==> src/common/huffman_cfg.svh <==
`ifndef HUFFMAN_CFG_SVH
`define HUFFMAN_CFG_SVH

// packed input word from the upstream FIFO
`define HUF_WORD_W 32

// bit window is one word plus the bits carried over from the last one
`define HUF_WIN_W 36

// decoded symbol width
`define HUF_SYM_W 4

// longest prefix code, also the width of the window head
`define HUF_MAX_CODE 5

// end-of-message symbol value
`define HUF_EOM 8

// refill once the window holds this many bits or fewer
`define HUF_REFILL_LIMIT 4

`endif
==> src/common/huffman_pkg.sv <==
`include "huffman_cfg.svh"

package huffman_pkg;

   // one decoded symbol, A..H plus EOM
   typedef logic [`HUF_SYM_W-1:0] sym_t;

   // valid bits held in the window, 0 to 36
   typedef logic [$clog2(`HUF_WIN_W+1)-1:0] bit_cnt_t;

   // length of a matched code, 2 to 5
   typedef logic [$clog2(`HUF_MAX_CODE+1)-1:0] code_len_t;

   // result of classifying the window head
   typedef struct packed
   {
      logic      hit;  // a prefix class matched
      code_len_t len;  // bits to consume
      logic [1:0] idx; // entry within the class table
   } match_t;

   // decode sequence, one symbol in flight
   typedef enum logic [2:0]
   {
      IDLE,    // wait for a word and room downstream
      LOAD,    // pop strobe, merge word into window
      MATCH,   // classify head bits
      LOOKUP,  // shift window, look up symbol
      EMIT     // push symbol, pick next step
   } seq_state_e;

endpackage

==> src/verilog/huffman_stream_decoder.sv <==
`include "huffman_cfg.svh"

module huffman_stream_decoder
(
   input  logic                        clk,
   input  logic                        reset,
   input  logic [`HUF_WORD_W-1:0]      word,          // upstream show-ahead data
   input  logic                        rdy,
   output logic                        pop,
   input  logic                        not_full,
   output logic                        push,
   output huffman_pkg::sym_t           symbol,
   output logic                        decode_error
);

   import huffman_pkg::*;

   seq_state_e               state;
   match_t                   match;
   logic [`HUF_MAX_CODE-1:0] head;
   bit_cnt_t                 bits_left;
   sym_t                     lookup_symbol;
   logic                     eom;
   logic                     refill;
   logic                     flush;

   decode_sequencer u_sequencer
   (
      .clk      (clk),
      .reset    (reset),
      .rdy      (rdy),
      .not_full (not_full),
      .eom      (eom),
      .refill   (refill),
      .pop      (pop),
      .state    (state)
   );

   bit_window u_window
   (
      .clk       (clk),
      .reset     (reset),
      .state     (state),
      .word      (word),
      .match     (match),
      .flush     (flush),
      .head      (head),
      .bits_left (bits_left)
   );

   code_matcher u_matcher
   (
      .clk   (clk),
      .reset (reset),
      .state (state),
      .head  (head),
      .match (match)
   );

   symbol_lookup u_lookup
   (
      .clk    (clk),
      .state  (state),
      .match  (match),
      .symbol (lookup_symbol)
   );

   symbol_emitter u_emitter
   (
      .clk          (clk),
      .reset        (reset),
      .state        (state),
      .not_full     (not_full),
      .symbol_in    (lookup_symbol),
      .bits_left    (bits_left),
      .push         (push),
      .symbol       (symbol),
      .eom          (eom),
      .refill       (refill),
      .flush        (flush),
      .decode_error (decode_error)
   );

   // a fetch is always separated from the last push by one IDLE cycle
   a_no_push_with_pop : assert property (@(posedge clk) disable iff (reset)
      !(push && pop));

endmodule

==> src/verilog/symbol_emitter.sv <==
`include "huffman_cfg.svh"

module symbol_emitter
(
   input  logic                        clk,
   input  logic                        reset,
   input  huffman_pkg::seq_state_e     state,
   input  logic                        not_full,
   input  huffman_pkg::sym_t           symbol_in,
   input  huffman_pkg::bit_cnt_t       bits_left,
   output logic                        push,
   output huffman_pkg::sym_t           symbol,
   output logic                        eom,
   output logic                        refill,
   output logic                        flush,
   output logic                        decode_error
);

   import huffman_pkg::*;

   logic emit_now;

   assign emit_now = (state == EMIT) && not_full;
   assign eom      = symbol_in == sym_t'(`HUF_EOM);
   assign refill   = bits_left <= bit_cnt_t'(`HUF_REFILL_LIMIT);
   assign flush    = emit_now && eom;  // next message starts on a fresh word

   always_ff @(posedge clk or posedge reset)
   begin
      if (reset)
      begin
         push         <= 1'b0;
         decode_error <= 1'b0;
      end
      else
      begin
         push         <= emit_now;
         decode_error <= flush && (bits_left != '0);  // padding left after EOM
      end
   end

   always_ff @(posedge clk)
   begin
      if (emit_now)
      begin
         symbol <= symbol_in;
      end
   end

   a_push_after_emit : assert property (@(posedge clk) disable iff (reset)
      push |-> $past(state == EMIT && not_full));

endmodule

==> src/huffman_core/symbol_lookup.sv <==
`include "huffman_cfg.svh"

module symbol_lookup
(
   input  logic                        clk,
   input  huffman_pkg::seq_state_e     state,
   input  huffman_pkg::match_t         match,
   output huffman_pkg::sym_t           symbol
);

   import huffman_pkg::*;

   sym_t sym_next;

   always_comb
   begin
      case (match.len)
         code_len_t'(2):
            sym_next = match.idx[0] ? sym_t'(7) : sym_t'(4);  // H : E
         code_len_t'(3):
            sym_next = match.idx[0] ? sym_t'(3) : sym_t'(0);  // D : A
         code_len_t'(4):
         begin
            case (match.idx)
               2'd0:    sym_next = sym_t'(2);  // C
               2'd1:    sym_next = sym_t'(5);  // F
               default: sym_next = sym_t'(6);  // G, idx 3 never occurs
            endcase
         end
         code_len_t'(5):
            sym_next = match.idx[0] ? sym_t'(`HUF_EOM) : sym_t'(1);  // EOM : B
         default:
            sym_next = sym_t'(0);
      endcase
   end

   always_ff @(posedge clk)
   begin
      if (state == LOOKUP)
      begin
         symbol <= sym_next;
      end
   end

endmodule

==> src/huffman_core/code_matcher.sv <==
`include "huffman_cfg.svh"

module code_matcher
(
   input  logic                        clk,
   input  logic                        reset,
   input  huffman_pkg::seq_state_e     state,
   input  logic [`HUF_MAX_CODE-1:0]    head,   // top window bits, MSB first
   output huffman_pkg::match_t         match
);

   import huffman_pkg::*;

   match_t match_next;

   // prefix classes of the fixed code, index bits follow the class prefix
   always_comb
   begin
      match_next = '0;
      casez (head)
         5'b0????:
         begin
            match_next.hit = 1'b1;  // E, H
            match_next.len = code_len_t'(2);
            match_next.idx = {1'b0, head[3]};
         end
         5'b10???:
         begin
            match_next.hit = 1'b1;  // A, D
            match_next.len = code_len_t'(3);
            match_next.idx = {1'b0, head[2]};
         end
         5'b110??, 5'b1110?:
         begin
            match_next.hit = 1'b1;  // C, F, G
            match_next.len = code_len_t'(4);
            match_next.idx = head[2:1];
         end
         5'b1111?:
         begin
            match_next.hit = 1'b1;  // B, EOM
            match_next.len = code_len_t'(5);
            match_next.idx = {1'b0, head[0]};
         end
         default:
         begin
            match_next = '0;
         end
      endcase
   end

   always_ff @(posedge clk or posedge reset)
   begin
      if (reset)
      begin
         match <= '0;
      end
      else if (state == MATCH)
      begin
         match <= match_next;
      end
   end

   a_hit_len : assert property (@(posedge clk) disable iff (reset)
      match.hit |-> (match.len >= code_len_t'(2)) && (match.len <= code_len_t'(`HUF_MAX_CODE)));

endmodule

==> src/huffman_core/bit_window.sv <==
`include "huffman_cfg.svh"

module bit_window
(
   input  logic                        clk,
   input  logic                        reset,
   input  huffman_pkg::seq_state_e     state,
   input  logic [`HUF_WORD_W-1:0]      word,
   input  huffman_pkg::match_t         match,
   input  logic                        flush,      // drop everything on EOM
   output logic [`HUF_MAX_CODE-1:0]    head,
   output huffman_pkg::bit_cnt_t       bits_left
);

   import huffman_pkg::*;

   logic [`HUF_WIN_W-1:0] window;      // unread bits, left aligned
   logic [`HUF_WIN_W-1:0] word_ext;
   bit_cnt_t              load_shift;

   // the new word goes directly below the carried bits
   assign word_ext   = {{(`HUF_WIN_W-`HUF_WORD_W){1'b0}}, word};
   assign load_shift = bit_cnt_t'(`HUF_WIN_W - `HUF_WORD_W) - bits_left;

   assign head = window[`HUF_WIN_W-1 -: `HUF_MAX_CODE];

   always_ff @(posedge clk or posedge reset)
   begin
      if (reset)
      begin
         window    <= '0;
         bits_left <= '0;
      end
      else if (flush)
      begin
         window    <= '0;  // rest of the word is padding
         bits_left <= '0;
      end
      else
      begin
         case (state)
            LOAD:
            begin
               window    <= window | (word_ext << load_shift);
               bits_left <= bits_left + bit_cnt_t'(`HUF_WORD_W);
            end
            LOOKUP:
            begin
               window    <= window << match.len;  // zeros fill from below
               bits_left <= bits_left - bit_cnt_t'(match.len);
            end
            default:
            begin
               window    <= window;
               bits_left <= bits_left;
            end
         endcase
      end
   end

   a_bits_in_range : assert property (@(posedge clk) disable iff (reset)
      bits_left <= bit_cnt_t'(`HUF_WIN_W));

   // the matcher must have classified the head before any shift happens
   a_lookup_has_hit : assert property (@(posedge clk) disable iff (reset)
      state == LOOKUP |-> match.hit);

endmodule

==> src/huffman_core/decode_sequencer.sv <==
module decode_sequencer
(
   input  logic                    clk,
   input  logic                    reset,
   input  logic                    rdy,       // upstream word available
   input  logic                    not_full,  // downstream has room
   input  logic                    eom,       // symbol in EMIT is end-of-message
   input  logic                    refill,    // window running low
   output logic                    pop,
   output huffman_pkg::seq_state_e state
);

   import huffman_pkg::*;

   seq_state_e next_state;
   logic       fetch;

   // start a fetch only when both FIFOs allow it
   assign fetch = (state == IDLE) && rdy && not_full;

   always_comb
   begin
      next_state = state;
      case (state)
         IDLE:
         begin
            if (fetch)
            begin
               next_state = LOAD;
            end
         end
         LOAD:
         begin
            next_state = MATCH;
         end
         MATCH:
         begin
            next_state = LOOKUP;
         end
         LOOKUP:
         begin
            next_state = EMIT;
         end
         EMIT:
         begin
            if (not_full)  // otherwise hold symbol and window
            begin
               if (eom || refill)
               begin
                  next_state = IDLE;
               end
               else
               begin
                  next_state = MATCH;
               end
            end
         end
         default:
         begin
            next_state = IDLE;
         end
      endcase
   end

   always_ff @(posedge clk or posedge reset)
   begin
      if (reset)
      begin
         state <= IDLE;
         pop   <= 1'b0;
      end
      else
      begin
         state <= next_state;
         pop   <= fetch;  // lines up with LOAD
      end
   end

   // the word is taken on the edge that ends LOAD, so pop must mark exactly that cycle
   a_pop_in_load : assert property (@(posedge clk) disable iff (reset)
      pop |-> state == LOAD);

endmodule

==> config.mk <==
export PLATFORM = sky130hd
export DESIGN_NAME = huffman_stream_decoder
export DESIGN_NICKNAME = d
export VERILOG_FILES = /design/src/common/huffman_pkg.sv /design/src/verilog/huffman_stream_decoder.sv /design/src/verilog/symbol_emitter.sv /design/src/huffman_core/symbol_lookup.sv /design/src/huffman_core/code_matcher.sv /design/src/huffman_core/bit_window.sv /design/src/huffman_core/decode_sequencer.sv
export VERILOG_INCLUDE_DIRS = /design/src /design/src/common
export SDC_FILE = /design/constraint.sdc
export NUM_CORES = 1
export LEC_CHECK = 0
export BUFFER_PORTS_ARGS = -buffer_cell sky130_fd_sc_hd__buf_2
export CAP_MARGIN = 20
export CORE_ASPECT_RATIO = 0.8
export CORE_MARGIN = 4
export CORE_UTILIZATION = 64
export CTS_BUF_LIST = sky130_fd_sc_hd__clkbuf_8
export DETAILED_ROUTE_END_ITERATION = 10
export HOLD_SLACK_MARGIN = 0.05
export PLACE_DENSITY = 0.84
export SKIP_CTS_REPAIR_TIMING = 1
export SLEW_MARGIN = 20
export SYNTH_ARGS = -nofsm -noshare
export SYNTH_HDL_FRONTEND = slang
export SYNTH_SLANG_ARGS = --single-unit
==> constraint.sdc <==
create_clock -name clk -period 3.85 [get_ports clk]
set_input_delay 0.1925 -clock clk [delete_from_list [all_inputs] [get_ports clk]]
set_output_delay 0.1925 -clock clk [all_outputs]
set_load 0.05 [all_outputs]
==> flow_summary.yaml <==
sta:
  setup_viol: 0
  period_minus_slack_ns: 3.26
  fmax_mhz: 307
  slew_violations: 0
  skew_ns: 0.00915
  worst_slack_ns: 0.591
  worst_slew_pin_slew_ns: 1.07
  slew_headroom: 0.281
  rsz0062_at_grt: "no"
  tns_ns: 0
  hold_violations: 0
  finalCritPeriodShare: 0.846
clock_network:
  cts_root_buf: "clkbuf_8"
  cts_buffers: 9
  cts_tree: "yes"
  clkTransAtPathRegs_ns: 0.07
  cts_sinks: 61
  cts_buffer_depth: 2
  clock_latency_ns: 0.36
  htree_levels: 3
layout:
  layout.nets: 711
  syn2layout_area_growth_pct: 7.40
  final_cell_area_sq_um: 6430
  drive_above_1_share: 0.251
  antenna_cells: 0
place:
  dp_slack_ns: 0.663
  place_area_sq_um: 6220
  post-dp-hpwl_mm: 13.0
  gp_congestion: 0.980
  io_buffers: 42
critical_path:
  reg2reg_slack_ns: 0.59
  r2r-end: "u_window.window[23]"
  arrival_ns: 3.48
  crit_top_cell: "a211oi_1"
  worstPathRequired_ns: 4.07
  crit_type: "reg -> reg"
  start_kind: "register"
  cp_max_fo: 26
  worst-path-buf-inv: 2
  crit_path_end_kind: "register"
  cp_slowest_cell: "xnor2_4"
  reg2regPathDepth: 9
  slowest_delay_ns: 0.73
  cp_cell_sequence: "inv_1, ha_1, xnor2_4, buf_4, mux2_2, nor2_1, a211oi_1, a2111oi_0, a211oi_1"
  cp_top_family: "XOR/XNOR gates"
  rr_startpoint: "u_window.bits_left[1]"
route:
  drt_wl_total_mm: 18.0
  first_iter_violations: 796
  via_count: 5773
  remaining_drc_errors: 0
  wl_per_cell_microns: 22.8
  first_pass_iters: 5
  vias_per_cell: 7.32
  antenna_left: 0
logic_synthesis:
  synth_edf_count: 8
  synth-main-ff-cell: "dfrtp_1"
  yosysSeqAreaShare: 0.262
  ys_ff_latch: 61
  synth_area_sq_um: 5990
  yosys.cell_types.count: 75
  syn_avg_cell_area_sq_um: 9.17
  synth_fp_nets: 695
  yosysWarnings: 0
  netlist_instances: 653
  async_flop_share: 0.869
grt:
  grt_usage: 0.338
  antenna_found_initial: 0
  gr-total-overflow: 0
  grt_first_pass_wirelength_mm: 28.8
  grt_pass1_vias: 5474
  grt_max_degree: 45
die:
  fp.dieW_microns: 116
  coreArea_sq_um: 9080
  rows: 31
  dieArea_sq_um: 11000
  ios: 43
  initial_core_util: 0.659
  die_y_microns: 94.5
outcome:
  status: "completed"
min_path:
  min_from: "not_full"
  hold_end: "u_sequencer.state[2]"
  hold_class: "in -> reg"
  hold_path_depth: 2
flow_run:
  maxCapViolCount: 0
## area by class of cell
type,count,area [sq um]
Fill cell,710,2650
Multi-Input combinational cell,520,4090
Tap cell,115,144
Sequential cell,61,1570
Clock inverter,7,75.1
Clock buffer,9,124
Timing Repair Buffer,63,370
Inverter,14,52.6
## worst max-delay path by stage
stage | start | to | slack, ns | cells past startpoint
finish | u_window.bits_left[1] | u_window.window[23] | 0.59 | 9
global route | u_window.bits_left[1] | u_window.window[23] | 0.40 | 9
CTS | u_window.bits_left[1] | u_window.window[23] | 0.65 | 9
detailed placement | u_window.bits_left[1] | u_window.window[23] | 0.66 | 9
global placement | u_window.bits_left[1] | u_window.window[23] | 0.85 | 9
floorplan | u_window.bits_left[0] | u_window.window[10] | 1.02 | 13
## sequential cells by signal (all words and copies together), names as in the netlist
register,count
u_emitter.decode_error,1
u_matcher.match,5
u_lookup.symbol,4
u_emitter.push,1
u_window.bits_left,6
u_emitter.symbol,4
u_window.window,36
u_sequencer.pop,1
u_sequencer.state,3
## cells by family after synthesis
kind of cell    Yosys count  synth area share
simple gates            189             0.147
flops                    61             0.262
buf+inv                  72            0.0587
compound gates          188             0.217
xor+xnor                  9            0.0144
fa+ha+maj                 6            0.0138
mux                     128             0.287
## layer usage
metal  wire length [microns]  vias up  GRT usage
met2                    7970      393      0.502
met4                     591        0      0.122
met3                    2180       61     0.0993
met5                       0        -          0
met1                    7210     2782      0.470
li1                        -     2537          -
## layout by cell type (no fill, tap or decap), types with 5 or more instances in the layout
cell type,n
mux2i_1,63
nor2_1,58
nand2_1,58
dfrtp_1,51
a21oi_1,43
buf_2,42
a211oi_1,31
mux2_2,31
mux4_2,30
o21ai_0,29
buf_4,20
nor3_1,16
nand3_1,14
a31oi_1,13
inv_1,11
o211ai_1,10
clkbuf_8,9
edfxtp_1,8
a311oi_1,6
nor2b_1,6
nand2b_1,6
or3_1,5
nor4_1,5
a221oi_1,5
ha_1,5
## through the flow
stage          hold WS, ns  std cells  utilization
6_report            0.0876        789        0.708
2_1_floorplan        0.288        653            -
3_3_place_gp         0.167        772        0.685
4_1_cts             -0.222        788        0.707
3_5_place_dp         0.165        772        0.685
5_1_grt             0.0852        789        0.708
## cell usage after synthesis, types with 8 or more instances
cell	n	share of area
dfrtp_1	53	0.22
buf_1	8	0.0050
inv_1	12	0.0075
a31oi_1	13	0.014
edfxtp_1	8	0.040
mux2_2	31	0.058
a211oi_1	31	0.039
mux4_2	30	0.11
nand3_1	14	0.012
clkbuf_1	25	0.016
a21oi_1	43	0.036
o21ai_0	29	0.024
nand2_1	58	0.036
buf_2	16	0.013
mux2i_1	63	0.11
nor2_1	58	0.036
nor3_1	16	0.013
o211ai_1	10	0.013
Power is not shown: default switching activity piles up to over one toggle a cycle in this logic, so the estimate is an artifact.
